`src/issue_pkg.sv`:
```
// Shared types for the issue slice
// Tags come from the stimulus. There is no rename table or ROB here
// An operand word is a tag until its valid flag is set, then a value
// Only the low TAG_W bits of an operand take part in tag compares
package issue_pkg;

	//////////////////////////////////////////////////
	// Sizes
	//////////////////////////////////////////////////
	localparam int WORD_W   = 64;			// Datapath width
	localparam int PRF_SIZE = 64;			// Physical registers
	localparam int ROB_SIZE = 32;			// ROB entries
	localparam int TAG_W    = $clog2(PRF_SIZE);	// 6 bit tags
	localparam int ROB_W    = $clog2(ROB_SIZE);	// 5 bit ROB index

	typedef logic [WORD_W-1:0] word_t;
	typedef logic [TAG_W-1:0]  tag_t;
	typedef logic [ROB_W-1:0]  rob_idx_t;

	//////////////////////////////////////////////////
	// Encodings
	//////////////////////////////////////////////////
	typedef enum logic [2:0] {
		OP_ADD = 3'd0,
		OP_SUB = 3'd1,
		OP_AND = 3'd2,
		OP_OR  = 3'd3,
		OP_XOR = 3'd4,
		OP_MUL = 3'd5
	} op_t;						// Codes 6 and 7 are illegal

	typedef enum logic {
		USE_ADDER      = 1'b0,
		USE_MULTIPLIER = 1'b1
	} fu_select_t;

	typedef enum logic [2:0] {
		ALU_ADD     = 3'd0,
		ALU_SUB     = 3'd1,
		ALU_AND     = 3'd2,
		ALU_OR      = 3'd3,
		ALU_XOR     = 3'd4,
		ALU_DEFAULT = 3'd7			// Idle, adder unit returns zero
	} alu_func_t;

	// One operand word read as a value or as a waiting tag
	typedef union packed {
		word_t value;				// Once the valid flag is set
		struct packed {
			logic [WORD_W-TAG_W-1:0] pad;	// Ignored while waiting
			tag_t                    tag;	// Producer tag
		} tag_view;
	} operand_u;

	//////////////////////////////////////////////////
	// Stage packets
	//////////////////////////////////////////////////
	typedef struct packed {
		logic     valid;			// One cycle strobe
		op_t      op;
		operand_u opa;
		logic     opa_valid;
		operand_u opb;
		logic     opb_valid;
		tag_t     dest;
		rob_idx_t rob_idx;
	} dispatch_pkt_t;

	typedef struct packed {
		logic       valid;
		fu_select_t fu_select;
		alu_func_t  alu_func;
		operand_u   opa;
		logic       opa_valid;
		operand_u   opb;
		logic       opb_valid;
		tag_t       dest;
		rob_idx_t   rob_idx;
	} rs_pkt_t;

	typedef struct packed {
		logic       valid;			// One cycle pulse
		fu_select_t fu_select;
		alu_func_t  alu_func;
		word_t      opa;
		word_t      opb;
		tag_t       dest;
		rob_idx_t   rob_idx;
	} issue_pkt_t;

	typedef struct packed {
		logic     valid;			// One cycle pulse per tag
		tag_t     tag;
		word_t    value;
		rob_idx_t rob_idx;
	} cdb_t;

endpackage
```
`src/exec_stage.sv`:
```
// Execute stage with a single-cycle adder unit and an iterative multiplier
// Adder result appears on cdb1 one cycle after issue
// Multiplier result appears on cdb2 MULT_CYCLES cycles after issue
// MULT_CYCLES must be a power of two from 2 to 64, it splits opb in chunks
// Only the low 64 bits of the product are kept
module exec_stage #(
	parameter int MULT_CYCLES = 4
) (
	input  logic                  clock,
	input  logic                  reset,
	input  issue_pkg::issue_pkt_t issue,
	output issue_pkg::cdb_t       cdb1,		// Adder unit results
	output issue_pkg::cdb_t       cdb2,		// Multiplier results
	output logic                  mult_available
);
	import issue_pkg::*;

	localparam int CHUNK = WORD_W / MULT_CYCLES;	// opb bits per step
	localparam int CNT_W = $clog2(MULT_CYCLES + 1);

	word_t            alu_result;
	logic             adder_go;
	logic             mult_go;
	logic             busy;				// Multiply in progress
	logic [CNT_W-1:0] count;			// Steps left
	word_t            mcand;			// Shifted multiplicand
	word_t            mplier;			// Remaining multiplier bits
	word_t            acc;				// Partial product sum
	word_t            step_sum;

	assign adder_go       = issue.valid && (issue.fu_select == USE_ADDER);
	assign mult_go        = issue.valid && (issue.fu_select == USE_MULTIPLIER);
	assign mult_available = !busy && !mult_go;	// Low from the issue cycle on

	//////////////////////////////////////////////////
	// Adder unit
	//////////////////////////////////////////////////
	always_comb
	begin
		case (issue.alu_func)
			ALU_ADD: alu_result = issue.opa + issue.opb;	// Wraps mod 2^64
			ALU_SUB: alu_result = issue.opa - issue.opb;
			ALU_AND: alu_result = issue.opa & issue.opb;
			ALU_OR:  alu_result = issue.opa | issue.opb;
			ALU_XOR: alu_result = issue.opa ^ issue.opb;
			default: alu_result = '0;
		endcase
	end

	always_ff @(posedge clock)
	begin
		if (reset)
			cdb1.valid <= 1'b0;
		else
		begin
			cdb1.valid <= adder_go;
			if (adder_go)
			begin
				cdb1.tag     <= issue.dest;
				cdb1.value   <= alu_result;
				cdb1.rob_idx <= issue.rob_idx;
			end
		end
	end

	//////////////////////////////////////////////////
	// Multiplier, one CHUNK of opb per cycle
	//////////////////////////////////////////////////
	assign step_sum = acc + mcand * word_t'(mplier[CHUNK-1:0]);

	always_ff @(posedge clock)
	begin
		if (reset)
		begin
			busy       <= 1'b0;
			cdb2.valid <= 1'b0;
		end
		else
		begin
			cdb2.valid <= 1'b0;			// Single cycle pulse
			if (mult_go)
			begin
				busy         <= 1'b1;
				count        <= CNT_W'(MULT_CYCLES - 1);
				acc          <= issue.opa * word_t'(issue.opb[CHUNK-1:0]);	// First chunk
				mcand        <= issue.opa << CHUNK;
				mplier       <= issue.opb >> CHUNK;
				cdb2.tag     <= issue.dest;
				cdb2.rob_idx <= issue.rob_idx;
			end
			else if (busy)
			begin
				if (count == CNT_W'(1))
				begin
					busy       <= 1'b0;
					cdb2.valid <= 1'b1;
					cdb2.value <= step_sum;	// Last chunk folded in
				end
				else
				begin
					count  <= count - 1'b1;
					acc    <= step_sum;
					mcand  <= mcand << CHUNK;
					mplier <= mplier >> CHUNK;
				end
			end
		end
	end

	// Station must wait out a running multiply
	a_mult_not_busy: assert property (@(posedge clock) disable iff (reset)
		mult_go |-> !busy)
		else $error("multiply issued while multiplier busy");

endmodule

```
`config.mk`:
```
export PLATFORM = sky130hd
export DESIGN_NAME = exec_stage
export DESIGN_NICKNAME = d
export VERILOG_FILES = /design/src/issue_pkg.sv /design/src/exec_stage.sv
export SDC_FILE = /design/constraint.sdc
export NUM_CORES = 2
export LEC_CHECK = 0
export ABC_AREA = 1
export BUFFER_PORTS_ARGS = -buffer_cell sky130_fd_sc_hd__buf_2
export CAP_MARGIN = 30
export CORE_MARGIN = 2
export CORE_UTILIZATION = 40
export CTS_BUF_LIST = sky130_fd_sc_hd__clkbuf_4
export DETAILED_ROUTE_END_ITERATION = 10
export GPL_TIMING_DRIVEN = 0
export HOLD_SLACK_MARGIN = 0.08
export PLACE_DENSITY_LB_ADDON = 0.05
export SYNTH_ARGS = -nofsm -noshare
export SYNTH_HDL_FRONTEND = slang
export SYNTH_SLANG_ARGS = --single-unit
```
`constraint.sdc`:
```
create_clock -name clock -period 20.2 [get_ports clock]
set_input_delay 4.04 -clock clock [delete_from_list [all_inputs] [get_ports clock]]
set_output_delay 4.04 -clock clock [all_outputs]
set_load 0.01 [all_outputs]
```
==> summary.md <==
| Metric | Value |
|---|---|
| CP required | `~21000 ps` |
| Drt first-iter violations | `6287` |
| MaxCap Viol Count | `0` |
| Placed cell count | `12300` |
| Seq cells post-synth | `roughly 320` |
| Nets@finish | `11800` |
| Crit end category | `register` |
| Period utilization | `0.569` |
| Commonest cells after routing, fill and taps aside | `nand2_1, inv_1, fa_1` |
| Hold Path Cell Cnt | `0` |
| Vias in the first global route | `between 60000 and 70000` |
| EDFF count, synth | `around 310` |
| Syn Std Cell Area | `between 70000 and 80000 µm²` |
| Port bufs | `296` |
| Worst-path cell chain | `buf_2, clkbuf_1, clkbuf_1, clkbuf_1, nand2_1, inv_1, fa_1, fa_1, fa_1, fa_1, fa_1, inv_1, fa_1, inv_1, ha_1, a21oi_1, o21ai_0, a21oi_1, nand3_2, nand2_1, nand2_1, a21oi_1, a21oi_1` |
| # H-tree levels | `3` |
| Starting Density | `0.403` |
| Post-DP HPWL | `304 mm` |
| Worst-Skew Late Latency | `around 1200 ps` |
| Final Hold Viols | `0` |
| CTS Hold Buffers Added | `0` |
| Die ar. | `about 180000 µm²` |
| Pin count of the biggest net entering global routing | `17` |
| Syn_area_per_cell | `between 7 and 8 µm²` |
| WS Path Type | `in2reg` |
| Vias per cell | `5.23` |
| CTS tree | `done` |
| Syn_nets | `around 11000` |
| Crit start category | `input pin` |
| Routed wire length | `between 300 and 400 mm` |
| Post-CTS Resized | `0` |
| Vias | `around 65000` |
| Num CTS Buffers | `95` |
| Synth Instances | `approximately 9500` |
| Synth warn | `0` |
| Yosys cell types | `between 50 and 60` |
| Residual DRC | `0` |
| RSZ-0062 raised after global routing | `no` |
| Routed len/inst | `around 28 µm` |
| Worst-margin pin slew | `about 1100 ps` |
| Post-CTS setup buffer count | `0` |
| R2R depth | `26` |
| First-pass GRT wire length | `just under 500 mm` |
| Antenna-violating nets left | `0` |
| Final setup vio count | `0` |
| Final Slew Violations | `0` |
| CTS sink count | `between 300 and 400` |
| GRT overflow | `0` |
| Setup Skew | `110 ps` |
| Slew headroom | `0.263` |
| Main synth FF type | `edfxtp_1` |
| Global-route usage over all layers | `0.383` |
| Top post-synthesis cells by area | `fa_1, nand2_1, inv_1` |
| Ys async rst share | `0` |
| CP max stage cell | `clkbuf_1` |
| Clk root buf | `clkbuf_4` |
| Initial antenna violation count | `33` |
| Highest clock rate | `87.0 MHz` |
| Clock transition at the registers of the reported paths | `60 ps` |
| First drt pass iteration count | `8` |
| Post-synthesis sequential area ratio | `0.132` |
| Most common cell on crit path | `fa_1` |
| CP Data Arrival Time | `around 12000 ps` |
| Status | `finished, final reports clean` |
| Crit path max fanout | `10` |
| P&R area growth vs syn | `9.79%` |
| Io pins | `between 200 and 300` |
| Commonest non-fill, non-tap cell in the layout | `nand2_1` |
| Top cell type's share of synthesized area | `0.370` |
| CTS Buffer Depth | `3` |
| Slowest stage delay, CP | `740 ps` |
| Non-filler instance count after layout | `approximately 12000` |
| # fillers | `between 15000 and 20000` |
| Post-synth top area cell | `fa_1` |
| Chip Height | `between 400 and 500 µm` |
| Hold crit path type | `reg2reg` |
| Area of the core | `178000 µm²` |
| Min cycle time layout | `between 10000 and 15000 ps` |
| RePlAce Congestion | `between 1 and 1.5` |
| Layout cell share with drive strength beyond 1 | `0.0628` |
| Die width | `~430 µm` |
| Row Count | `~160` |
## worst max-delay path: cells and delay by family
family | cells | cell delay (ps)
buf+inv | 7 | 2320
fa+ha+maj | 7 | 3430
simple gates | 4 | 820
compound gates | 5 | 1570
## layout make-up
cell class | count | area (µm²) | share of cell area
clock inverter | 34 | 176 | 0.00224
timing repair buffer | 381 | 2790 | 0.0354
multi-input combinational | 6222 | 51200 | 0.648
tap | 2355 | 2950 | 0.0373
inverter | 2560 | 9610 | 0.122
antenna | 27 | 67.6 | 0.000856
buffer | 423 | 1670 | 0.0211
sequential | 316 | 9460 | 0.120
clock buffer | 138 | 1040 | 0.0131
## metal layers
layer | global-route usage | routed length (µm)
met2 | 0.601 | 156000
met1 | 0.495 | 140000
met4 | 0.238 | 26300
met5 | 0 | 20
met3 | 0.0617 | 26400
## cell families after synthesis
logic type                 synth area share
AOI/OAI and AO/OA                    0.0548
and+or+nand+nor                       0.209
DFF                                   0.132
buffers and inverters                 0.157
xor gates and xnor gates             0.0132
adders and majority gates             0.435
## per-stage QoR
step | area, µm² | hold slack [ps] | setup TNS, ps | util | setup WS (ps)
finish | 78900 | 399 | 0 | 0.442 | 8700
global route | 78900 | 428 | 0 | 0.442 | 8690
CTS | 78900 | 421 | 0 | 0.442 | 8970
detailed placement | 77600 | 406 | 0 | 0.435 | 7870
global placement | 76300 | 402 | -476660 | 0.428 | -3320
floorplan | 71900 | 400 | 0 | - | 4280
## Yosys cell counts, drive strengths merged (6+ instances only)
master / number
nand3: 303
a21o: 15
ha: 375
or2: 29
fa: 1327
nor4: 16
nor3b: 6
clkbuf: 336
a31oi: 16
o21a: 10
inv: 2556
o21bai: 27
nor3: 58
a21oi: 231
buf: 87
nand4: 58
a221oi: 41
nand3b: 22
o211ai: 6
xnor2: 20
nor2: 577
edfxtp: 313
xor2: 88
and2: 16
a21boi: 22
o2111ai: 19
nand2: 2622
o21ai: 306
## registers in the layout (all words and copies together), names as in the netlist
signal,flops
acc,64
busy,1
cdb1,76
cdb2,76
count,3
mcand,48
mplier,48
## worst paths after layout
kind,slack [ps],startpoint,to
max,8700,issue[25],acc[30]
min,400,acc[3],cdb2[8]
max reg2reg,11600,mplier[2],cdb2[68]
min reg2reg,400,acc[3],cdb2[8]
Power is left out: the tool's default activity adds up to more than one toggle a clock period on the data nets, which glitch-free logic cannot reach.
