===== src/issue_pkg.sv =====
// Shared types for the issue slice
// Tags come from the stimulus. There is no rename table or ROB here
// An operand word is a tag until its valid flag is set, then a value
// Only the low TAG_W bits of an operand take part in tag compares
package issue_pkg;

	//////////////////////////////////////////////////
	// Sizes
	//////////////////////////////////////////////////
	localparam int WORD_W   = 64;			// Datapath width
	localparam int PRF_SIZE = 64;			// Physical registers
	localparam int ROB_SIZE = 32;			// ROB entries
	localparam int TAG_W    = $clog2(PRF_SIZE);	// 6 bit tags
	localparam int ROB_W    = $clog2(ROB_SIZE);	// 5 bit ROB index

	typedef logic [WORD_W-1:0] word_t;
	typedef logic [TAG_W-1:0]  tag_t;
	typedef logic [ROB_W-1:0]  rob_idx_t;

	//////////////////////////////////////////////////
	// Encodings
	//////////////////////////////////////////////////
	typedef enum logic [2:0] {
		OP_ADD = 3'd0,
		OP_SUB = 3'd1,
		OP_AND = 3'd2,
		OP_OR  = 3'd3,
		OP_XOR = 3'd4,
		OP_MUL = 3'd5
	} op_t;						// Codes 6 and 7 are illegal

	typedef enum logic {
		USE_ADDER      = 1'b0,
		USE_MULTIPLIER = 1'b1
	} fu_select_t;

	typedef enum logic [2:0] {
		ALU_ADD     = 3'd0,
		ALU_SUB     = 3'd1,
		ALU_AND     = 3'd2,
		ALU_OR      = 3'd3,
		ALU_XOR     = 3'd4,
		ALU_DEFAULT = 3'd7			// Idle, adder unit returns zero
	} alu_func_t;

	// One operand word read as a value or as a waiting tag
	typedef union packed {
		word_t value;				// Once the valid flag is set
		struct packed {
			logic [WORD_W-TAG_W-1:0] pad;	// Ignored while waiting
			tag_t                    tag;	// Producer tag
		} tag_view;
	} operand_u;

	//////////////////////////////////////////////////
	// Stage packets
	//////////////////////////////////////////////////
	typedef struct packed {
		logic     valid;			// One cycle strobe
		op_t      op;
		operand_u opa;
		logic     opa_valid;
		operand_u opb;
		logic     opb_valid;
		tag_t     dest;
		rob_idx_t rob_idx;
	} dispatch_pkt_t;

	typedef struct packed {
		logic       valid;
		fu_select_t fu_select;
		alu_func_t  alu_func;
		operand_u   opa;
		logic       opa_valid;
		operand_u   opb;
		logic       opb_valid;
		tag_t       dest;
		rob_idx_t   rob_idx;
	} rs_pkt_t;

	typedef struct packed {
		logic       valid;			// One cycle pulse
		fu_select_t fu_select;
		alu_func_t  alu_func;
		word_t      opa;
		word_t      opb;
		tag_t       dest;
		rob_idx_t   rob_idx;
	} issue_pkt_t;

	typedef struct packed {
		logic     valid;			// One cycle pulse per tag
		tag_t     tag;
		word_t    value;
		rob_idx_t rob_idx;
	} cdb_t;

endpackage

===== src/dispatch_stage.sv =====
// Dispatch register and decode, one instruction per strobe
// rs_in is valid exactly one cycle after a strobe on dispatch_in
// The sender must hold the strobe off while rs_full is high
// Illegal op codes decode to the adder unit with ALU_DEFAULT
module dispatch_stage (
	input  logic                    clock,
	input  logic                    reset,
	input  issue_pkg::dispatch_pkt_t dispatch_in,	// From rename side
	output issue_pkg::rs_pkt_t      rs_in		// To the station
);
	import issue_pkg::*;

	rs_pkt_t decoded;				// Next contents of rs_in

	//////////////////////////////////////////////////
	// Decode
	//////////////////////////////////////////////////
	always_comb
	begin
		decoded.valid     = dispatch_in.valid;
		decoded.fu_select = USE_ADDER;		// Most ops go to the adder unit
		decoded.alu_func  = ALU_DEFAULT;
		case (dispatch_in.op)
			OP_ADD: decoded.alu_func = ALU_ADD;
			OP_SUB: decoded.alu_func = ALU_SUB;
			OP_AND: decoded.alu_func = ALU_AND;
			OP_OR:  decoded.alu_func = ALU_OR;
			OP_XOR: decoded.alu_func = ALU_XOR;
			OP_MUL: decoded.fu_select = USE_MULTIPLIER;	// ALU stays idle
			default: decoded.alu_func = ALU_DEFAULT;
		endcase
		decoded.opa       = dispatch_in.opa;	// Tag or value, passed as is
		decoded.opa_valid = dispatch_in.opa_valid;
		decoded.opb       = dispatch_in.opb;
		decoded.opb_valid = dispatch_in.opb_valid;
		decoded.dest      = dispatch_in.dest;
		decoded.rob_idx   = dispatch_in.rob_idx;
	end

	//////////////////////////////////////////////////
	// Pipeline register
	//////////////////////////////////////////////////
	always_ff @(posedge clock)
	begin
		if (reset)
			rs_in.valid <= 1'b0;
		else if (dispatch_in.valid)
			rs_in <= decoded;			// Payload only moves on a strobe
		else
			rs_in.valid <= 1'b0;
	end

	// The rename side sends only the six defined op codes
	a_known_op: assert property (@(posedge clock) disable iff (reset)
		dispatch_in.valid |-> dispatch_in.op inside {OP_ADD, OP_SUB, OP_AND,
			OP_OR, OP_XOR, OP_MUL})
		else $error("dispatch of unknown op code %0d", dispatch_in.op);

endmodule


===== config.mk =====
export PLATFORM = sky130hd
export DESIGN_NAME = dispatch_stage
export DESIGN_NICKNAME = d
export VERILOG_FILES = /design/src/issue_pkg.sv /design/src/dispatch_stage.sv
export SDC_FILE = /design/constraint.sdc
export NUM_CORES = 1
export LEC_CHECK = 0
export BUFFER_PORTS_ARGS = -buffer_cell sky130_fd_sc_hd__buf_2
export CAP_MARGIN = 15
export CORE_ASPECT_RATIO = 0.9
export CORE_MARGIN = 2
export CORE_UTILIZATION = 35
export CTS_CLUSTER_SIZE = 8
export DETAILED_ROUTE_END_ITERATION = 10
export HOLD_SLACK_MARGIN = 0.1
export PLACE_DENSITY = 0.69
export SLEW_MARGIN = 20
export SYNTH_ARGS = -nofsm -noshare
export SYNTH_HDL_FRONTEND = slang
export SYNTH_SLANG_ARGS = --single-unit

===== constraint.sdc =====
create_clock -name clock -period 26.2 [get_ports clock]
set_input_delay 5.24 -clock clock [delete_from_list [all_inputs] [get_ports clock]]
set_output_delay 5.24 -clock clock [all_outputs]
set_load 0.05 [all_outputs]

==> results of run 1 <==
[power groups by stage]
stage | registers, mW | logic [mW] | clock network (mW)
final | 0.278 | 0.0844 | 0.256
after floorplan | 0.340 | 0.00342 | 0
after CTS | 0.279 | 0.0853 | 0.262
after global placement | 0.283 | 0.0845 | 0
after detailed placement | 0.283 | 0.0852 | 0
after global routing | 0.280 | 0.0878 | 0.271
[cell families after synthesis]
group,count (synthesis),synth area share [%]
buffers and inverters,1,0.0849
and+or+nand+nor,3,0.482
DFF,146,99.0
AOI/OAI and AO/OA,2,0.397
[routing by layer]
metal  GRT usage [%]  vias up  share of wire, %
li1                -     1248                 -
met1            15.2     1245                35
met2            25.4      184                51
met3            7.80       10                12
met4            6.05        0               1.4
met5               0        -                 0
[how the worst min path moves through the flow]
stage | start | endpoint | cells after the start
after floorplan | reset | rs_in[145] | 1
after global placement | dispatch_in[50] | rs_in[50] | 1
after detailed placement | dispatch_in[129] | rs_in[129] | 1
after CTS | dispatch_in[132] | rs_in[132] | 1
after global routing | dispatch_in[117] | rs_in[117] | 1
final | dispatch_in[134] | rs_in[134] | 1
[Yosys cell counts]
cell / number / area (um^2)
dfxtp_1: 1 / 20.0
nor2b_1: 2 / 12.5
clkbuf_1: 1 / 3.75
and3b_1: 1 / 8.76
edfxtp_1: 145 / 4350
a21o_2: 2 / 17.5
[cell usage in the layout, fill, tap and decap left out]
cell type,count
clkbuf_16,17
buf_4,2
inv_6,2
dfxtp_1,1
clkinv_2,2
clkinv_1,3
buf_2,292
nor2b_4,1
and3b_1,1
nor2b_1,1
edfxtp_1,145
a21o_2,2
bufinv_16,5
clkinv_4,1
clkinvlp_4,2
[final cells by class]
type | instances | area [um^2] | share of cell area [%]
multi-input cells | 5 | 46.3 | 0.687
repair buffers | 294 | 1480 | 21.9
flip-flops and latches | 146 | 4370 | 64.9
clock inverters | 15 | 213 | 3.16
well taps | 160 | 200 | 2.97
clock buffers | 17 | 425 | 6.32
[stage by stage]
stage / instances / setup WS (ns)
after floorplan: 152 / 13.86
after global placement: 605 / 19.64
after detailed placement: 605 / 19.59
after CTS: 637 / 19.90
after global routing: 637 / 19.89
final: 637 / 19.92
==> results.json, run 1 <==
{
  "status": "finished, final reports clean",
  "ios": 293,
  "p_comb_share_pct": 13.6,
  "grt_pass1_vias": 2768,
  "vias": 2687,
  "endpoint": "rs_in[65]",
  "p_leak_nw": 2.86,
  "die_area_um2": 13500,
  "totalWireLength_um": 10200,
  "cts_hold_buf": 0,
  "power.density_nw_per_um2": 91.8,
  "cts_resized": 0,
  "p_sw_share_pct": 25.5,
  "worst_setup_path_end_kind": "output port",
  "synth_cells": 152,
  "worst-path-max-fanout": 1,
  "required_ns": 20.96,
  "cp_slowest_cell": "edfxtp_1",
  "synthDistinctLibCells": 6,
  "root_buffer": "clkbuf_16",
  "viasPerCell": 4.22,
  "nFillCells": 1016,
  "setup_violations": 0,
  "antenna_cells": 0,
  "place_area_um2": 6100,
  "path_clk_slew_ns": 0.06,
  "crit_chain": "buf_2",
  "postRouteAntennaNets": 0,
  "tritoncts": "done",
  "p_switching_mw": 0.158,
  "drt_iter0_markers": 123,
  "top_register": "rs_in",
  "cap_violations": 0,
  "grtUsageTotal_pct": 14.9,
  "crit_type": "reg2out",
  "start_util_pct": 36.3,
  "cp.depth": 1,
  "clk_path_buf_depth": 2,
  "antenna_found_initial": 0,
  "clock-sinks": 146,
  "grt_setup_unrepaired": "no",
  "fin_hold_ws_ns": 5.01,
  "avgRoutedWirePerCell_um": 16.0,
  "nNetsFinal": 611,
  "synth_area_um2": 4420,
  "drc_errors": 0,
  "first_pass_iters": 4,
  "cts_made_buffers": 17,
  "max_clock_freq_ghz": 0.159,
  "dp_hpwl_um": 7830,
  "final_util_pct": 55.3,
  "portBuffers": 292,
  "area.growth.synth_to_final_pct": 52.5,
  "largest_reg_flops": 146,
  "slew_viol_final": 0,
  "min_period_over_period_pct": 24.0,
  "critPathLaunchType": "flop",
  "yosys_warnings": 0,
  "grt_overflow": 0,
  "cp_num_buf_inv": 1,
  "die_w_um": 122,
  "grt_max_degree": 74,
  "period_needed_ns": 6.28,
  "grt_pass1_wl_um": 14600,
  "relSlewSlack_pct": 40.0,
  "core-area_um2": 12200,
  "fp.dieH_um": 111,
  "critPathTopFamily": "flip-flops",
  "finalPower_mw": 0.618,
  "tightest_slew_ns": 0.900,
  "worstSetupStartpoint": "rs_in[65]",
  "postSynthRegisterBits": 146,
  "drive_gt1_share_pct": 68.3,
  "hold_violations": 0,
  "syn_nets": 299,
  "max_stage_delay_ns": 0.40,
  "tns_ns": 0,
  "worst_ep_arrival_time_ns": 1.04,
  "syn_area_per_cell_um2": 29.1,
  "ir_drop_uv": 65.8,
  "seqPwrFrac_pct": 45.0,
  "top_regs": "rs_in (146)",
  "hold_class": "in2reg",
  "p_clk_share_pct": 41.4,
  "intPower_mw": 0.461,
  "synth-seq-area-share_pct": 99.0,
  "post-cts-setup-buffers": 0,
  "cts_max_level": 4,
  "final_area_um2": 6740,
  "gp_congestion": 0.728,
  "rows": 38
}
(Power assumes the default switching activity.)
==> inputs of run 2 (changes only) <==
PLACE_DENSITY = 0.72   (was 0.69)
clock period = 5.1 ns   (was 26.2 ns; I/O delays follow)
==> run 2 against run 1 <==
Routed wire length grew 0.64%. Worst hold slack worse by 4.2 ns. Utilization is 0.22 points lower. First-iteration DRC count increased by 17%. Critical path depth rose by 2. Sequential share of layout area is 0.25 points higher. Final area is 0.39% lower. Critical endpoint is now rs_in[88].
==> results.json, run 2 (synthesis gave the netlist of run 1 again) <==
{
  "grt_max_degree": 78,
  "nFillCells": 994,
  "tightest_slew_ns": 0.952,
  "grt_pass1_vias": 2911,
  "drc_errors": 0,
  "setup_violations": 0,
  "cts_hold_buf": 0,
  "rows": 38,
  "top_regs": "rs_in (146)",
  "hold_violations": 0,
  "core-area_um2": 12200,
  "root_buffer": "clkbuf_16",
  "required_ns": 5.16,
  "grt_pass1_wl_um": 14600,
  "start_util_pct": 36.3,
  "max_clock_freq_ghz": 0.419,
  "p_switching_mw": 0.797,
  "viasPerCell": 4.20,
  "slew_viol_final": 0,
  "placed_cells_incl_taps": 605,
  "hold_class": "in2reg",
  "cts_made_buffers": 17,
  "first_pass_iters": 4,
  "power.density_nw_per_um2": 463,
  "clock-sinks": 146,
  "top_register": "rs_in",
  "die_area_um2": 13500,
  "area.growth.synth_to_final_pct": 51.9,
  "p_sw_share_pct": 25.6,
  "seqPwrFrac_pct": 46.0,
  "finalNonFillerCells": 637,
  "hold_path_depth": 1,
  "cts_max_level": 4,
  "grtUsageTotal_pct": 15.1,
  "worst-path-max-fanout": 36,
  "fp.dieH_um": 111,
  "p_clk_share_pct": 40.1,
  "tns_ns": 0,
  "post-cts-setup-buffers": 0,
  "gp_congestion": 0.711,
  "holdPathEnd": "rs_in[50]",
  "register_area_um2": 4370,
  "drt_iter0_markers": 144,
  "worst_setup_path_end_kind": "flop",
  "drive_gt1_share_pct": 68.1,
  "p_comb_share_pct": 14.0,
  "grt_setup_unrepaired": "no",
  "status": "finished, final reports clean",
  "critPathLaunchType": "primary input",
  "multi_input_area_um2": 46.3,
  "vias": 2677,
  "path_clk_slew_ns": 0.06,
  "ios": 293,
  "p_leak_nw": 2.86,
  "final_area_um2": 6710,
  "period_needed_ns": 2.39,
  "ir_drop_uv": 414,
  "postRouteAntennaNets": 0,
  "min_period_over_period_pct": 46.8,
  "cap_violations": 0,
  "grt_overflow": 0,
  "clk_path_buf_depth": 2,
  "place_area_um2": 6110,
  "avgRoutedWirePerCell_um": 16.1,
  "tritoncts": "done",
  "dp_hpwl_um": 7740,
  "antenna_found_initial": 1,
  "die_w_um": 122,
  "final_common_cell": "buf_2",
  "crit_type": "in2reg",
  "layout_common_cells": "buf_2 (292), edfxtp_1 (145), clkbuf_16 (17)",
  "antenna_cells": 0,
  "min-delay-start": "dispatch_in[50]",
  "worst_ep_arrival_time_ns": 2.45,
  "largest_reg_flops": 146,
  "cts_resized": 0,
  "portBuffers": 292,
  "totalWireLength_um": 10300,
  "intPower_mw": 2.31,
  "nNetsFinal": 611,
  "finalPower_mw": 3.11,
  "relSlewSlack_pct": 36.4
}
run 2: changes by cell type in the layout (fill, tap and decap cells not counted), moves of 2 or more:
cell and delta:
clkinv_2 +4, inv_6 -2, clkinvlp_4 -2, clkbuf_1 +2
run 2: critical path, stage by stage:
cell	delay, ns
buf_2	0.12
nor2b_4	0.74
buf_4	0.53
run 2: cell type report:
cell class	instances	share of cell area, %
clock buffer	19	6.45
clock inverter	13	2.48
multi-input combinational	5	0.690
sequential	146	65.2
tap	160	2.98
timing repair buffer	294	22.2
run 2: worst max path at each step:
stage	start	endpoint	slack, ns	depth (start not counted)
after floorplan	dispatch_in[144]	rs_in[0]	1.47	1
after global placement	reset	rs_in[88]	2.35	3
after detailed placement	reset	rs_in[88]	2.26	3
after CTS	reset	rs_in[88]	2.71	3
after global routing	dispatch_in[144]	rs_in[88]	2.58	3
final	reset	rs_in[88]	2.71	3
run 2: metal layers:
metal,track usage (%),up-vias,routed length [um]
li1,-,1248,-
met2,25.7,186,5170
met3,8.94,16,1300
met4,7.51,0,213
met1,14.1,1227,3570
met5,0,-,0
run 2: power groups by stage:
stage / clock network (mW) / registers, mW / logic (mW)
floorplan: 0 / 1.74 / 0.0180
global placement: 0 / 1.45 / 0.434
detailed placement: 0 / 1.45 / 0.438
CTS: 1.28 / 1.43 / 0.438
global route: 1.33 / 1.44 / 0.451
finish: 1.25 / 1.43 / 0.434
run 2: stage by stage:
step                utilization, %  setup slack, ns  hold slack [ns]
floorplan                        -             1.47             1.09
global placement              50.2             2.35             1.20
detailed placement            50.2             2.26             1.20
CTS                           55.1             2.71            0.755
global route                  55.1             2.58            0.751
finish                        55.1             2.71            0.779
==> inputs of run 3 (changes only) <==
PLACE_DENSITY = 0.69   (was 0.72)
clock period = 2.2 ns   (was 5.1 ns; I/O delays follow)
==> run 3 against run 2 <==
Flip-flop and latch count did not move. Critical path depth is 2 lower. Sequential power up 130%. Worst hold slack got worse by 0.58 ns. First-iteration DRC count grew 17%. Power rose by 140%. Die area unchanged. Cell count shrank 0.16%. Clock-buffer cell count shrank 2. Combinational power is 130% higher. Worst setup slack got worse by 2.0 ns. Largest cell class unchanged.
==> results.json, run 3 (synthesis gave the netlist of run 1 again) <==
{
  "status": "finished, final reports clean",
  "max_stage_delay_ns": 0.34,
  "max_clock_freq_ghz": 0.686,
  "gp_congestion": 0.747,
  "cts_max_level": 4,
  "relSlewSlack_pct": 72.8,
  "grt_pass1_wl_um": 14600,
  "final_common_cell": "buf_2",
  "fp.dieH_um": 111,
  "final_area_um2": 6740,
  "critPathTopFamily": "flip-flops",
  "pre_cts_ws_ns": 0.712,
  "finalNonFillerCells": 636,
  "ios": 293,
  "viasPerCell": 4.17,
  "start_util_pct": 36.3,
  "place_area_um2": 6120,
  "crit_type": "reg2out",
  "grt_setup_unrepaired": "no",
  "area.growth.synth_to_final_pct": 52.6,
  "worst-path-max-fanout": 1,
  "grt_overflow": 0,
  "antenna_found_initial": 0,
  "first_pass_iters": 4,
  "top_regs": "rs_in (146)",
  "worst_ep_arrival_time_ns": 1.02,
  "grtUsageTotal_pct": 15.0,
  "ir_drop_uv": 627,
  "p_leak_nw": 2.86,
  "hold_violations": 0,
  "portBuffers": 292,
  "dp_hpwl_um": 7520,
  "placed_cells_incl_taps": 605,
  "totalWireLength_um": 10100,
  "slew_viol_final": 0,
  "drc_errors": 0,
  "cap_violations": 0,
  "use_met3_pct": 8.68,
  "tightest_slew_ns": 0.408,
  "die_w_um": 122,
  "setup_violations": 0,
  "clk_path_buf_depth": 2,
  "hold_class": "in2reg",
  "cp_slowest_cell": "edfxtp_1",
  "cts_resized": 0,
  "grtUsageMet2_pct": 24.8,
  "min_period_over_period_pct": 66.2,
  "drt_iter0_markers": 168,
  "grtUsageMet1_pct": 15.2,
  "core-area_um2": 12200,
  "required_ns": 1.76,
  "root_buffer": "clkbuf_16",
  "cts_made_buffers": 17,
  "nFillCells": 981,
  "multi_input_area_um2": 46.3,
  "fin_ws_ns": 0.743,
  "postRouteAntennaNets": 0,
  "power.density_nw_per_um2": 1090,
  "rows": 38,
  "cts_hold_buf": 0,
  "final_util_pct": 55.4,
  "clock-sinks": 146,
  "layout_common_cells": "buf_2 (292), edfxtp_1 (145), clkbuf_16 (17)",
  "grt_max_degree": 81,
  "register_area_um2": 4370,
  "path_clk_slew_ns": 0.06,
  "top_register": "rs_in",
  "nNetsFinal": 611,
  "period_needed_ns": 1.46,
  "antenna_cells": 0,
  "tritoncts": "done",
  "avgRoutedWirePerCell_um": 15.9,
  "post-cts-setup-buffers": 0,
  "grt_pass1_vias": 2721,
  "busiest_layer": "met2",
  "die_area_um2": 13500,
  "vias": 2655,
  "critPathLaunchType": "flop",
  "crit_chain": "buf_2",
  "largest_reg_flops": 146,
  "fin_hold_ws_ns": 0.203,
  "drive_gt1_share_pct": 67.6,
  "cp_num_buf_inv": 1,
  "worst_setup_path_end_kind": "output port"
}
-- run 3: worst paths after layout --
check	start	end	slack, ns	depth (start not counted)
max	rs_in[141]	rs_in[141]	0.74	1
min	dispatch_in[54]	rs_in[54]	0.20	1
-- run 3: final cells by class --
class | instances | area share (%)
multi-input cells | 5 | 0.687
clock buffers | 17 | 6.31
flip-flops and latches | 146 | 64.9
clock inverters | 14 | 2.88
repair buffers | 294 | 22.3
well taps | 160 | 2.97
-- run 3: metrics by stage --
| stage | total power, mW | setup TNS (ns) |
|---|---|---|
| finish | 7.32 | 0 |
| global route | 7.56 | 0 |
| CTS | 7.41 | 0 |
| detailed placement | 4.39 | 0 |
| global placement | 4.37 | 0 |
| floorplan | 4.07 | -123.16 |
-- run 3: per-layer routing --
layer,up-vias,part of all wire (%)
met4,0,1.4
met3,13,13
met2,174,50
li1,1238,-
met5,-,0
met1,1230,36
-- run 3: power breakdown --
part / total (mW) / internal (mW) / switching (mW)
clock: 3.00 / 1.98 / 1.02
sequential: 3.31 / 3.27 / 0.0425
combinational: 1.01 / 0.217 / 0.795
total: 7.32 / 5.47 / 1.86
